File: src/logic/mem_bus_pkg.sv
// Memory bus definitions
package mem_bus_pkg;

    // Byte address width.
    localparam int ADDR_W = 32;
    // Data width of the bus and the RAMs.
    localparam int DATA_W = 32;
    // One write enable per byte lane.
    localparam int WE_W = DATA_W / 8;

    // CPU ports sharing the bus.
    localparam int N_CPUS = 2;
    // Memory regions behind the mux.
    localparam int N_MEMS = 2;

    // Words per RAM.
    localparam int RAM_WORDS = 256;
    // Word index width inside one RAM.
    localparam int RAM_AW = $clog2(RAM_WORDS);

    // Region base byte addresses, naturally aligned.
    localparam logic [ADDR_W-1:0] MEM_BASE [N_MEMS] = '{
        32'h0000_0000,
        32'h0001_0000
    };

    // Region sizes as log2 of bytes.
    // 1 KiB each, matches RAM_WORDS words.
    localparam int MEM_SIZE_LOG2 [N_MEMS] = '{10, 10};

    // One bus request, CPU to memory.
    // Active when re or any we bit is set.
    typedef struct packed {
        // Read enable.
        logic              re;
        // Byte write enables.
        logic [WE_W-1:0]   we;
        // Word address.
        logic [ADDR_W-1:2] addr;
        // Write data.
        logic [DATA_W-1:0] wdata;
    } mem_req_t;

    // One bus response, memory to CPU.
    typedef struct packed {
        // Access complete.
        logic              ready;
        // Read data, valid with ready.
        logic [DATA_W-1:0] rdata;
    } mem_rsp_t;

endpackage

File: src/logic/mem_mux.sv
// Address decoding memory multiplexer
module mem_mux import mem_bus_pkg::*; (
    input  logic     clk,
    input  logic     rst,
    // Shared bus side.
    input  mem_req_t bus_req,
    output mem_rsp_t bus_rsp,
    // Memory side, one port per region.
    output mem_req_t ram_req [N_MEMS],
    input  mem_rsp_t ram_rsp [N_MEMS]
);

    // Bus carries an access this cycle.
    logic              bus_act;
    // Byte address of the access.
    logic [ADDR_W-1:0] byte_addr;
    // Region hit this cycle.
    logic [N_MEMS-1:0] sel;
    // Region hit last cycle.
    logic [N_MEMS-1:0] r_sel;
    // Access present last cycle.
    logic              r_act;

    assign bus_act   = bus_req.re | (|bus_req.we);
    assign byte_addr = {bus_req.addr, 2'b00};

    for (genvar g = 0; g < N_MEMS; g++) begin : g_region
        // Bits above the region size must match the base.
        localparam logic [ADDR_W-1:0] HI_MASK =
            ~((ADDR_W'(1) << MEM_SIZE_LOG2[g]) - ADDR_W'(1));

        assign sel[g] = bus_act
                      & ((byte_addr & HI_MASK) == (MEM_BASE[g] & HI_MASK));

        // Address and data go everywhere, strobes only to the hit.
        assign ram_req[g] = '{
            re:    bus_req.re & sel[g],
            we:    bus_req.we & {WE_W{sel[g]}},
            addr:  bus_req.addr,
            wdata: bus_req.wdata
        };
    end

    // Response belongs to the previous cycle's access.
    always_ff @(posedge clk) begin
        if (rst) begin
            r_sel <= '0;
            r_act <= 1'b0;
        end else begin
            r_sel <= sel;
            r_act <= bus_act;
        end
    end

    always_comb begin
        logic hit_ready;
        hit_ready     = 1'b0;
        bus_rsp.rdata = '0;
        for (int i = 0; i < N_MEMS; i++) begin
            if (r_sel[i]) begin
                hit_ready     = hit_ready | ram_rsp[i].ready;
                bus_rsp.rdata = bus_rsp.rdata | ram_rsp[i].rdata;
            end
        end
        // Unmapped access completes at once with zero data.
        bus_rsp.ready = r_act & ((r_sel == '0) | hit_ready);
    end

    // Regions never overlap.
    a_sel_onehot: assert property (
        @(posedge clk) disable iff (rst)
        $onehot0(sel)
    ) else $error("Address decodes to more than one region.");

endmodule

File: config.mk
export PLATFORM = sky130hd
export DESIGN_NAME = mem_mux
export DESIGN_NICKNAME = d
export VERILOG_FILES = /design/src/logic/mem_bus_pkg.sv /design/src/logic/mem_mux.sv
export SDC_FILE = /design/constraint.sdc
export NUM_CORES = 1
export LEC_CHECK = 0
export BUFFER_PORTS_ARGS = -buffer_cell sky130_fd_sc_hd__buf_2
export CAP_MARGIN = 20
export CORE_AREA = 2 2 117 119
export CTS_CLUSTER_DIAMETER = 100
export DETAILED_ROUTE_END_ITERATION = 8
export DIE_AREA = 0 0 119 121
export HOLD_SLACK_MARGIN = 0.03
export PLACE_DENSITY_LB_ADDON = 0.25
export SYNTH_ARGS = -nofsm -noshare
export SYNTH_HDL_FRONTEND = slang
export SYNTH_SLANG_ARGS = --single-unit
File: constraint.sdc
create_clock -name clk -period 1.45 [get_ports clk]
set_input_delay 0.145 -clock clk [delete_from_list [all_inputs] [get_ports clk]]
set_output_delay 0.145 -clock clk [all_outputs]
set_load 0.02 [all_outputs]
======== Yosys cells after proc, flatten, opt, wreduce, memory -nomap -nowiden ========
Cells that the tools add are included.
operators by class
  equality and inequality tests ........... 1
  reduce and logical (&&, ||, !) cells .... 3
  multiplexer cells ....................... 4
  bitwise logic cells ..................... 11
operators by type and width
  cell                                                  count
  2-to-1 mux 32 bit                                     2
  logical NOT 32 bit                                    1
  bitwise OR 32 bit                                     1
  equality test 22 x 7 -> 1 bit, second input constant  1
  bitwise AND 4 bit                                     2
  bitwise AND 1 bit                                     5
  OR reduction 4 bit                                    1
  bitwise OR 1 bit                                      3
  logical NOT 2 bit                                     1
  2-to-1 mux 1 bit                                      2
storage, ports and cells
  register bits after elaboration ......... 3
  word-level logic and storage cells ...... 21

======== Logic depth before layout (Yosys ltp) ========
  depth after elaboration ................. 5
  mapped depth ............................ 4
  depth with buffers taken out ............ 3

======== Worst setup path before layout ========
No wires, ideal clock.
  path kind ............................... input to output
  start point ............................. input port bus_req[44] (netlist name)
  end point ............................... output port ram_req[129] (netlist name)
  data arrival time ....................... 1.203 ns
  stages .................................. 4
  path slack .............................. 0.102 ns
  data required time ...................... 1.305 ns
  cell sequence ........................... nor4_1 nand3_1 buf_6 nor3_1
RTL lines
  item                line          text
  start: declaration  mem_mux.sv:6  input mem_req_t bus_req,
  end: declaration    mem_mux.sv:9  output mem_req_t ram_req [N_MEMS],

==> flow_metrics.py <==
metrics = {
    "pwr": {
        "p_int_mw": 0.591,
        "total_power_mw": 0.851,
        "pwr-share-seq_pct": 10.0,
        "p_comb_share_pct": 38.6,
        "pwr_density_cell_mw_per_mm2": 452,
        "power_switching_mw": 0.259,
        "p_leak_nw": 1.04,
        "switching_share_pct": 30.5,
        "ir_worst_vdd_mv": 0.194,
        "p_clk_share_pct": 51.4,
    },
    "min_path": {
        "hp-start": "rst",
        "min_to": "r_act$_SDFF_PP0_",
        "hold_path_class": "input pin to flop",
        "hold_depth": 3,
    },
    "synthesis": {
        "synth-simple-area-share_pct": 9.75,
        "synth.top_cell.area_share_pct": 62.0,
        "synth_top_area_cell": "buf_4",
        "synthMuxAreaShare_pct": 0,
        "ys.flop_type": "dfxtp_1",
        "ys_seq_elements": 3,
        "synth_compound_area_share_pct": 20.0,
        "yosysSeqAreaShare_pct": 4.00,
        "syn_area_mm2": 0.00150,
        "synth_xor_area_share_pct": 0,
        "synth_common_cells": "buf_4 (124), a22o_1 (32), nor3_1 (13), clkbuf_1 (8), inv_1 (6)",
        "synth_area_per_cell_um2": 7.43,
        "yosys-top-cells-area": "buf_4 (62%), a22o_1 (19%), nor3_1 (4.3%)",
        "synthesis.nets": 337,
        "synth_edf_count": 0,
        "synth_top_family_by_area": "buffers and inverters",
        "ys_async_sr_fraction_pct": 0,
        "yosysUniqueCellTypes": 16,
        "synthCells": 202,
        "synth.most_common_cell": "buf_4",
        "synthAdderAreaFrac_pct": 0,
        "yosysWarnings": 0,
    },
    "placed_design": {
        "hpwl_mm": 4.46,
        "port_buffers": 181,
        "place_ws_ps": -29.6,
        "placed_cell_area_mm2": 0.00170,
        "dp_cells": 432,
        "place.gp.congestion": 0.682,
    },
    "clock_tree": {
        "cts_tree": "yes",
        "cts_root_buffer": "clkbuf_16",
        "clockBufferDepth": 2,
        "clkSinkCount": 3,
        "holdBufCountCts": 0,
        "cts.reportedPaths.clkPinSlew_ps": 30,
        "htree_levels": 1,
        "numCtsBuffers": 3,
    },
    "layout": {
        "nFillCells": 1498,
        "drive_gt1_share_pct": 77.8,
        "multi_input_area_um2": 527,
        "final_cells": 438,
        "ff_latch_area_um2": 60.1,
        "fin_area_mm2": 0.00188,
        "fin_nets": 397,
        "syn_to_final_growth_pct": 25.4,
        "post-route-util_pct": 14.4,
    },
    "worst_setup_path": {
        "timing_worst_setup_path_type": "input pin to output port",
        "critical_path_required_ps": 1310,
        "path_max_fanout": 12,
        "cp.arrival_ps": 1200,
        "start_kind": "input pin",
        "cp-end-kind": "output port",
    },
    "global_route": {
        "grt_pass1_wl_mm": 7.22,
        "grt_pass1_vias": 1435,
        "grt_use_met1_pct": 6.83,
        "grt_util_met2_pct": 10.8,
        "use_met3_pct": 2.77,
        "antenna_found_initial": 1,
        "grt_max_degree": 23,
        "overflow": 0,
        "grtUsageTotal_pct": 6.37,
        "gr-max-usage-layer": "met2",
    },
    "floorplan": {
        "rows": 42,
        "core-area_mm2": 0.0131,
        "start_util_pct": 11.5,
        "die-area_mm2": 0.0144,
        "floorplan.die.height_um": 121,
        "dieWidth_um": 119,
        "ios": 302,
    },
    "routing": {
        "wl_per_cell_um": 11.5,
        "first_pass_iters": 4,
        "vias": 1477,
        "ant_nets": 0,
        "wl_mm": 5.05,
        "drcViolationCount": 0,
        "drtIter0Drc": 16,
        "via_per_inst": 3.37,
    },
    "timing": {
        "fmax_mhz": 741,
        "tightest_slew_ps": 292,
        "slew_viol_final": 0,
        "finalCriticalPeriod_ps": 1350,
        "hold_slack_ps": 253,
        "hold_viol": 0,
        "maxSlewHeadroom_pct": 80.4,
        "setup_ws_ps": 100,
        "rsz0062_at_grt": "true",
        "period_share_pct": 93.1,
        "setup_violations": 0,
        "setup_tns_ps": 0,
    },
    "flow_run": {
        "drv_cap": 0,
    },
    "outcome": {
        "outcome": "complete, no violations",
    },
}
## kinds of logic after synthesis
kind of cell,Yosys count
buf+inv,139
flops,3
compound gates,35
simple gates,25
## per-layer routing
layer / vias up / routed length (um)
met5: - / 0
met4: 0 / 125
met3: 17 / 780
met2: 156 / 2320
met1: 622 / 1830
li1: 682 / -
## final cells by class
cell class              instances  share of cell area (%)
inverters                       6                    1.20
clock buffers                   4                    4.19
flip-flops and latches          3                    3.19
well taps                     176                    11.7
diodes                          1                   0.133
repair buffers                188                    51.6
multi-input cells              60                    28.0
## critical path, stage by stage
cell     delay, ps
buf_2          120
nor4_4         280
nand3_2        110
buf_6          170
nor3_1         170
buf_2          190
## how the worst max path moves through the flow
stage               slack (ps)        start      endpoint  depth (start not counted)
finish                     100  bus_req[44]   ram_req[63]                          6
global route               -30  bus_req[44]   ram_req[63]                          6
CTS                          7  bus_req[41]  ram_req[133]                          6
detailed placement         -30  bus_req[41]   ram_req[62]                          5
global placement           -30  bus_req[44]   ram_req[66]                          6
floorplan                  100  bus_req[44]  ram_req[129]                          4
## state kept, by name, indices dropped and copies added (netlist names)
register  cells
r_act         1
r_sel         2
## what timing repair did
action,4_1_cts,5_1_grt
gates resized for setup,2,15
pin swaps,0,2
endpoints found under the setup margin,10,23
cloned,0,0
buffers inserted,0,1
endpoints found under the hold margin,0,0
## placed cells by master (no fill, tap or decap)
cell and count:
buf_2 180, a22o_1 32, nor3_1 8, inv_1 6, nor3_2 5, buf_4 5
nor4_4 3, clkbuf_16 3, buf_6 3, dfxtp_1 3, nor2_1 2, nand3_2 2
diode_2 1, nor4_2 1, nor4b_2 1, nor4_1 1, nand3_1 1, a22oi_1 1
o21ai_0 1, and2_1 1, a21o_1 1, clkbuf_1 1
## power groups by stage
stage | logic, mW | clock network (mW) | registers, mW
final | 0.328 | 0.437 | 0.0851
after global routing | 0.354 | 0.451 | 0.0852
after CTS | 0.319 | 0.444 | 0.0851
after detailed placement | 0.316 | 0 | 0.0862
after global placement | 0.314 | 0 | 0.0862
after floorplan | 0.517 | 0 | 0.0861
Note: power is estimated with default switching activity, not from simulation.
