[config.mk]
export PLATFORM = sky130hd
export DESIGN_NAME = mem_demux
export DESIGN_NICKNAME = d
export VERILOG_FILES = /design/src/logic/mem_bus_pkg.sv /design/src/logic/mem_arbiter_rr.sv /design/src/logic/mem_demux.sv
export SDC_FILE = /design/constraint.sdc
export NUM_CORES = 1
export LEC_CHECK = 0
export BUFFER_PORTS_ARGS = -buffer_cell sky130_fd_sc_hd__clkbuf_2
export CAP_MARGIN = 0
export CORE_ASPECT_RATIO = 1.5
export CORE_MARGIN = 4
export CORE_UTILIZATION = 30
export CTS_CLUSTER_SIZE = 14
export DETAILED_ROUTE_END_ITERATION = 7
export PLACE_DENSITY = 0.72
export SYNTH_ARGS = -nofsm -noshare
export SYNTH_HDL_FRONTEND = slang
export SYNTH_SLANG_ARGS = --single-unit
[constraint.sdc]
create_clock -name clk -period 2.5 [get_ports clk]
set_input_delay 0.625 -clock clk [delete_from_list [all_inputs] [get_ports clk]]
set_output_delay 0.625 -clock clk [all_outputs]
set_load 0.01 [all_outputs]
[src/logic/mem_bus_pkg.sv]
// Memory bus definitions
package mem_bus_pkg;

    // Byte address width.
    localparam int ADDR_W = 32;
    // Data width of the bus and the RAMs.
    localparam int DATA_W = 32;
    // One write enable per byte lane.
    localparam int WE_W = DATA_W / 8;

    // CPU ports sharing the bus.
    localparam int N_CPUS = 2;
    // Memory regions behind the mux.
    localparam int N_MEMS = 2;

    // Words per RAM.
    localparam int RAM_WORDS = 256;
    // Word index width inside one RAM.
    localparam int RAM_AW = $clog2(RAM_WORDS);

    // Region base byte addresses, naturally aligned.
    localparam logic [ADDR_W-1:0] MEM_BASE [N_MEMS] = '{
        32'h0000_0000,
        32'h0001_0000
    };

    // Region sizes as log2 of bytes.
    // 1 KiB each, matches RAM_WORDS words.
    localparam int MEM_SIZE_LOG2 [N_MEMS] = '{10, 10};

    // One bus request, CPU to memory.
    // Active when re or any we bit is set.
    typedef struct packed {
        // Read enable.
        logic              re;
        // Byte write enables.
        logic [WE_W-1:0]   we;
        // Word address.
        logic [ADDR_W-1:2] addr;
        // Write data.
        logic [DATA_W-1:0] wdata;
    } mem_req_t;

    // One bus response, memory to CPU.
    typedef struct packed {
        // Access complete.
        logic              ready;
        // Read data, valid with ready.
        logic [DATA_W-1:0] rdata;
    } mem_rsp_t;

endpackage

[src/logic/mem_arbiter_rr.sv]
// Round-robin arbiter
module mem_arbiter_rr import mem_bus_pkg::*; (
    // Clock for the checks.
    input  logic              clk,
    // Synchronous reset.
    input  logic              rst,
    // Request per port.
    input  logic [N_CPUS-1:0] req,
    // Current holder, one-hot.
    input  logic [N_CPUS-1:0] cur,
    // Chosen port, one-hot or zero.
    output logic [N_CPUS-1:0] next
);

    // Priority token chain over two laps of the ports.
    // Bit i carries the token into port i mod N_CPUS.
    logic [2*N_CPUS-1:0] chain;

    // Nothing enters ahead of the first port.
    assign chain[0] = 1'b0;

    // The token starts right after the holder.
    // It passes every port that does not request.
    for (genvar i = 1; i < 2*N_CPUS; i++) begin : g_chain
        assign chain[i] = cur[(i-1) % N_CPUS]
                        | (chain[i-1] & ~req[(i-1) % N_CPUS]);
    end

    // A requester that holds the token in either lap wins.
    // The holder itself is reached last, in the second lap.
    for (genvar i = 0; i < N_CPUS; i++) begin : g_next
        assign next[i] = req[i] & (chain[i] | chain[i+N_CPUS]);
    end

    // Only one winner, and only among the requesters.
    a_next_valid: assert property (
        @(posedge clk) disable iff (rst)
        $onehot0(next) && ((next & ~req) == '0)
    ) else $error("Arbiter chose an invalid port.");

    // Someone requesting always gets a winner.
    a_next_live: assert property (
        @(posedge clk) disable iff (rst)
        $onehot(cur) && (req != '0) |-> (next != '0)
    ) else $error("Arbiter dropped all requests.");

endmodule

[src/logic/mem_demux.sv]
// CPU port arbitrating demultiplexer
module mem_demux import mem_bus_pkg::*; (
    input  logic     clk,
    input  logic     rst,
    // CPU side.
    input  mem_req_t cpu_req [N_CPUS],
    output mem_rsp_t cpu_rsp [N_CPUS],
    // Shared bus side.
    output mem_req_t bus_req,
    input  mem_rsp_t bus_rsp
);

    // Port is asking for an access.
    logic [N_CPUS-1:0] req;
    // Custody register, one-hot.
    logic [N_CPUS-1:0] cur;
    // Round-robin choice among requesters.
    logic [N_CPUS-1:0] next;
    // Port forwarded this cycle.
    logic [N_CPUS-1:0] grant;
    // Shared bus carries an access.
    logic              bus_act;

    for (genvar g = 0; g < N_CPUS; g++) begin : g_port
        assign req[g] = cpu_req[g].re | (|cpu_req[g].we);
        // Ready only reaches the port holding custody.
        assign cpu_rsp[g] = '{
            ready: cur[g] & bus_rsp.ready,
            rdata: bus_rsp.rdata
        };
    end

    mem_arbiter_rr i_arbiter (
        .clk  (clk),
        .rst  (rst),
        .req  (req),
        .cur  (cur),
        .next (next)
    );

    // Holder keeps the bus while it still requests.
    assign grant = (|(cur & req)) ? cur : next;

    // Custody follows the grant and stays put when idle.
    always_ff @(posedge clk) begin
        if (rst) begin
            cur <= N_CPUS'(1);
        end else if (|grant) begin
            cur <= grant;
        end
    end

    // Only the granted port reaches the bus.
    always_comb begin
        bus_req = '0;
        for (int i = 0; i < N_CPUS; i++) begin
            if (grant[i]) begin
                bus_req = mem_req_t'(bus_req | cpu_req[i]);
            end
        end
    end

    assign bus_act = bus_req.re | (|bus_req.we);

    // An access on the bus belongs to exactly one port.
    a_bus_owner: assert property (
        @(posedge clk) disable iff (rst)
        bus_act |-> $onehot(grant)
    ) else $error("Bus access without a single owner.");

endmodule

# After elaboration in Yosys (flattened, before gate mapping)
# Cells that the tools add are included.
[word_totals] inputBits=169 word_cells=23 output_inout_bits=133 regBits=2
[op_classes] n_reduce_logical=4 bitwise_logic=15 mux=3
[op_table] operator="2-to-1 mux 67 bit" count=2
[op_table] operator="OR 67 bit" count=1
[op_table] operator="OR reduction 4 bit" count=2
[op_table] operator="bitwise AND 1 bit" count=6
[op_table] operator="OR 1 bit" count=5
[op_table] operator="OR reduction 2 bit" count=2
[op_table] operator="bitwise AND 2 bit" count=1
[op_table] operator="2-to-1 mux 2 bit" count=1
[op_table] operator="inverter 1 bit" count=2

# Depth between registers and ports, before layout
[logic_depth] ltp_word=13 mapped_depth=7 ltp_nobuf=4

# Cells and area by module
# A second synthesis with hierarchy kept.
[hier_totals] hier_cells=175 hier_area_um2=1455.1
[modules_own_cells] module="mem_demux" cells_per_inst=171 n_inst=1 seq_area_each_um2=40.0 area_per_inst_um2=1427.6
[modules_own_cells] module="mem_arbiter_rr" cells_per_inst=4 n_inst=1 seq_area_each_um2=0.0 area_per_inst_um2=27.5

# Least setup slack after synthesis
# OpenSTA, ideal clock, no wires.
[synth_timing] kind="in2out" start="input cpu_req[63] (netlist bit)" end="output bus_req[63] (netlist bit)" n_path_buf=2 required_time_ns=1.875 stages=6 setup_slack_ns=0.180 arrival_ns=1.695 cell_sequence="nor4_2 and2b_1 buf_6 buf_6 o21ai_1 a21oi_1"
[synth_rtl] item="from (decl)" line="mem_demux.sv:6" rtl="input mem_req_t cpu_req [N_CPUS],"
[synth_rtl] item="to (decl)" line="mem_demux.sv:9" rtl="output mem_req_t bus_req,"

==> metrics.txt <==
status complete, but fails checks; failing checks negative setup slack; Ys Warns 0; Die ar. 0.0166 sq mm; slew margin rel. 68.8%; Primary FF master, synth dfxtp_1; period utilization 104%; R2R setup slack approximately 1.1 ns; Seq/Total Area, Yosys 0.917%; initial antenna violation count 0; data required time at the worst endpoint 1.88 ns; initial DRC count roughly 700; fraction of registers with async set/reset 0%; Max clock buf depth 2; core area between 0.01 and 0.015 sq mm; VDD IR max about 520 uV; Worst-path clk slew roughly 0.03 ns; Residual DRC 0; Tightest Hold Check Type input pin to register; switching power approximately 1.2 mW; top cells by area, synth nand2_1 16%, a41oi_1 12%, buf_4 12%; Setup crit end kind output port; Max Clock Skew 0.000707 ns; Hold Slack about 0.66 ns; startpoint types input pin; Total Wirelength slightly below 20 mm; All-Layer GR Usage 20.7%; Final Hold Fails 0; Port Buffer Count 205; Final Core Density 41.7%; combinational power share between 80 and 90%; Placed Area between 0.005 and 0.006 sq mm; H-tree depth 1; final setup fails 65; Initial Util between 30% and 40%; pin count of the biggest net entering global routing around 120; Mean Syn Cell Area ~5.8 sq um; synthesized cell area around 0.0044 sq mm; worst skew pair latency approximately 0.22 ns; post-synth top area share between 10% and 20%; total power 2.37 mW; worst r2r path cells 3; CTS tree done; first-pass GRT wire length ~29 mm; area leader, netlist nand2_1; total CTS buffers 3; drt via density 6.12; max-slew violations 0; Hold Startpoint rst; EDFF count, synth 0; TritonRoute pass-1 iters 6; Reg power frac under 10%; clock network fraction of total power approximately a tenth; power density over the cells about 400 mW/mm^2; Worst-Margin Slew between 0.4 and 0.5 ns; final worst setup slack -0.105 ns; Final ANT Viol Nets 0; worst hold stages 2; wire per inst between 15 and 20 um; Final #Nets around 1.0k; share of layout cells above drive strength 1 34.1%; synth cell count leaders 186 x nand2_1, 74 x a21oi_1, 70 x buf_4; Die X ~110 um; Max-Cap Viols 0; most frequent cell after synthesis nand2_1; Synth Register Bits 2; number of diodes 0; number of global-route vias before repair just under 6k; Setup Crit Path Kind input pin to output port; fin area 0.00589 sq mm; root buffer cell clkbuf_16; Vias about 6.5k; RePlAce Congestion between 0.9 and 1; max frequency 384 MHz; reg2reg start cur[0]$_SDFFE_PP1P_; post-layout min period 2.61 ns; Layout area overhead 35.0%; unrepaired setup endpoints after global routing true; # rows 53; CP max FO 16; IO Pins between 300 and 400; DP Wirelength 13.1 mm; Worst Path Arrival roughly 2.0 ns; Sink Count 2; die height between 150 and 200 um; Overflow after GRT 0; Syn Nets between 900 and 1k; Pint 1.12 mW; switching part of the total between 50% and 60%; final setup TNS -3.00 ns; post-synthesis instance total 757; Leakage roughly 2.5 nW; post-synth cell types 26
-- layout by cell type (no fill, tap or decap), types with 2 or more instances in the layout --
| cell type | netlist | layout |
|---|---|---|
| nand2_1 | 186 | 186 |
| buf_4 | 70 | 26 |
| clkbuf_2 | 0 | 147 |
| nor2_1 | 3 | 2 |
| and2_1 | 4 | 2 |
| buf_6 | 5 | 8 |
| nand4_1 | 62 | 62 |
| clkbuf_16 | 0 | 8 |
| buf_16 | 0 | 3 |
| nand3b_1 | 62 | 62 |
| nand3_1 | 62 | 62 |
| buf_12 | 0 | 24 |
| buf_2 | 30 | 54 |
| and2_4 | 0 | 2 |
| a41oi_1 | 62 | 48 |
| o21ai_1 | 5 | 5 |
| a41oi_2 | 0 | 14 |
| dfxtp_4 | 0 | 2 |
| a21oi_1 | 74 | 74 |
| a22oi_1 | 62 | 62 |
-- kinds of logic (layout without fill, tap and decap cells) --
| group | Yosys count | in the layout | share of synthesized area [%] |
|---|---|---|---|
| AO/OA/AOI/OAI | 207 | 207 | 32.8 |
| buffers and inverters | 163 | 272 | 21.8 |
| flip-flops | 2 | 2 | 0.917 |
| AND/OR/NAND/NOR | 385 | 386 | 44.5 |
-- worst max-delay path by stage --
stage | from | to | slack [ns] | cells past startpoint
6_report | cpu_req[63] | bus_req[3] | -0.11 | 8
5_1_grt | cpu_req[64] | bus_req[3] | -0.16 | 8
4_1_cts | cpu_req[63] | bus_req[0] | -0.09 | 8
3_5_place_dp | cpu_req[131] | bus_req[42] | -0.16 | 8
3_3_place_gp | cpu_req[131] | bus_req[42] | -0.16 | 8
2_1_floorplan | cpu_req[63] | bus_req[63] | 0.18 | 6
-- what timing repair did --
action | in CTS | in global routing
cloned | 2 | 6
buffers inserted | 0 | 2
resized for setup | 10 | 80
hold buffers | 0 | 0
endpoints found under the setup margin | 67 | 67
pin swaps | 3 | 19
-- per-layer routing --
metal / wire length (um) / GRT usage, %
met1: 6780 / 22.5
met2: 9770 / 37.8
met3: 1500 / 1.37
met4: 1300 / 14.8
met5: 0 / 0
-- final cells by class --
type                       instances  area, sq um
clock buffer                       3         75.1
fill                            1486         8230
inverter                           1         3.75
multi-input combinational        593         3530
sequential                         2         47.5
tap                              192          240
timing repair buffer             268         1990
-- power groups by stage --
stage / logic [mW] / clock network (mW) / registers (mW)
4_1_cts: 2.01 / 0.250 / 0.0558
5_1_grt: 2.27 / 0.255 / 0.0574
3_3_place_gp: 1.96 / 0 / 0.0563
6_report: 2.07 / 0.245 / 0.0554
3_5_place_dp: 2.00 / 0 / 0.0566
2_1_floorplan: 1.40 / 0 / 0.0405
-- worst max-delay path, stage by stage --
cell,delay (ns)
buf_8,0.10
nor4_4,0.29
and2b_4,0.23
buf_12,0.17
buf_4,0.14
a41oi_1,0.12
nand3b_1,0.16
buf_2,0.15
-- metrics by stage --
step	worst slack (ns)	instances
6_report	-0.105	1059
4_1_cts	-0.0896	1051
3_3_place_gp	-0.158	1046
2_1_floorplan	0.180	757
3_5_place_dp	-0.161	1046
5_1_grt	-0.161	1059
Note: power is estimated with default switching activity, not from simulation.
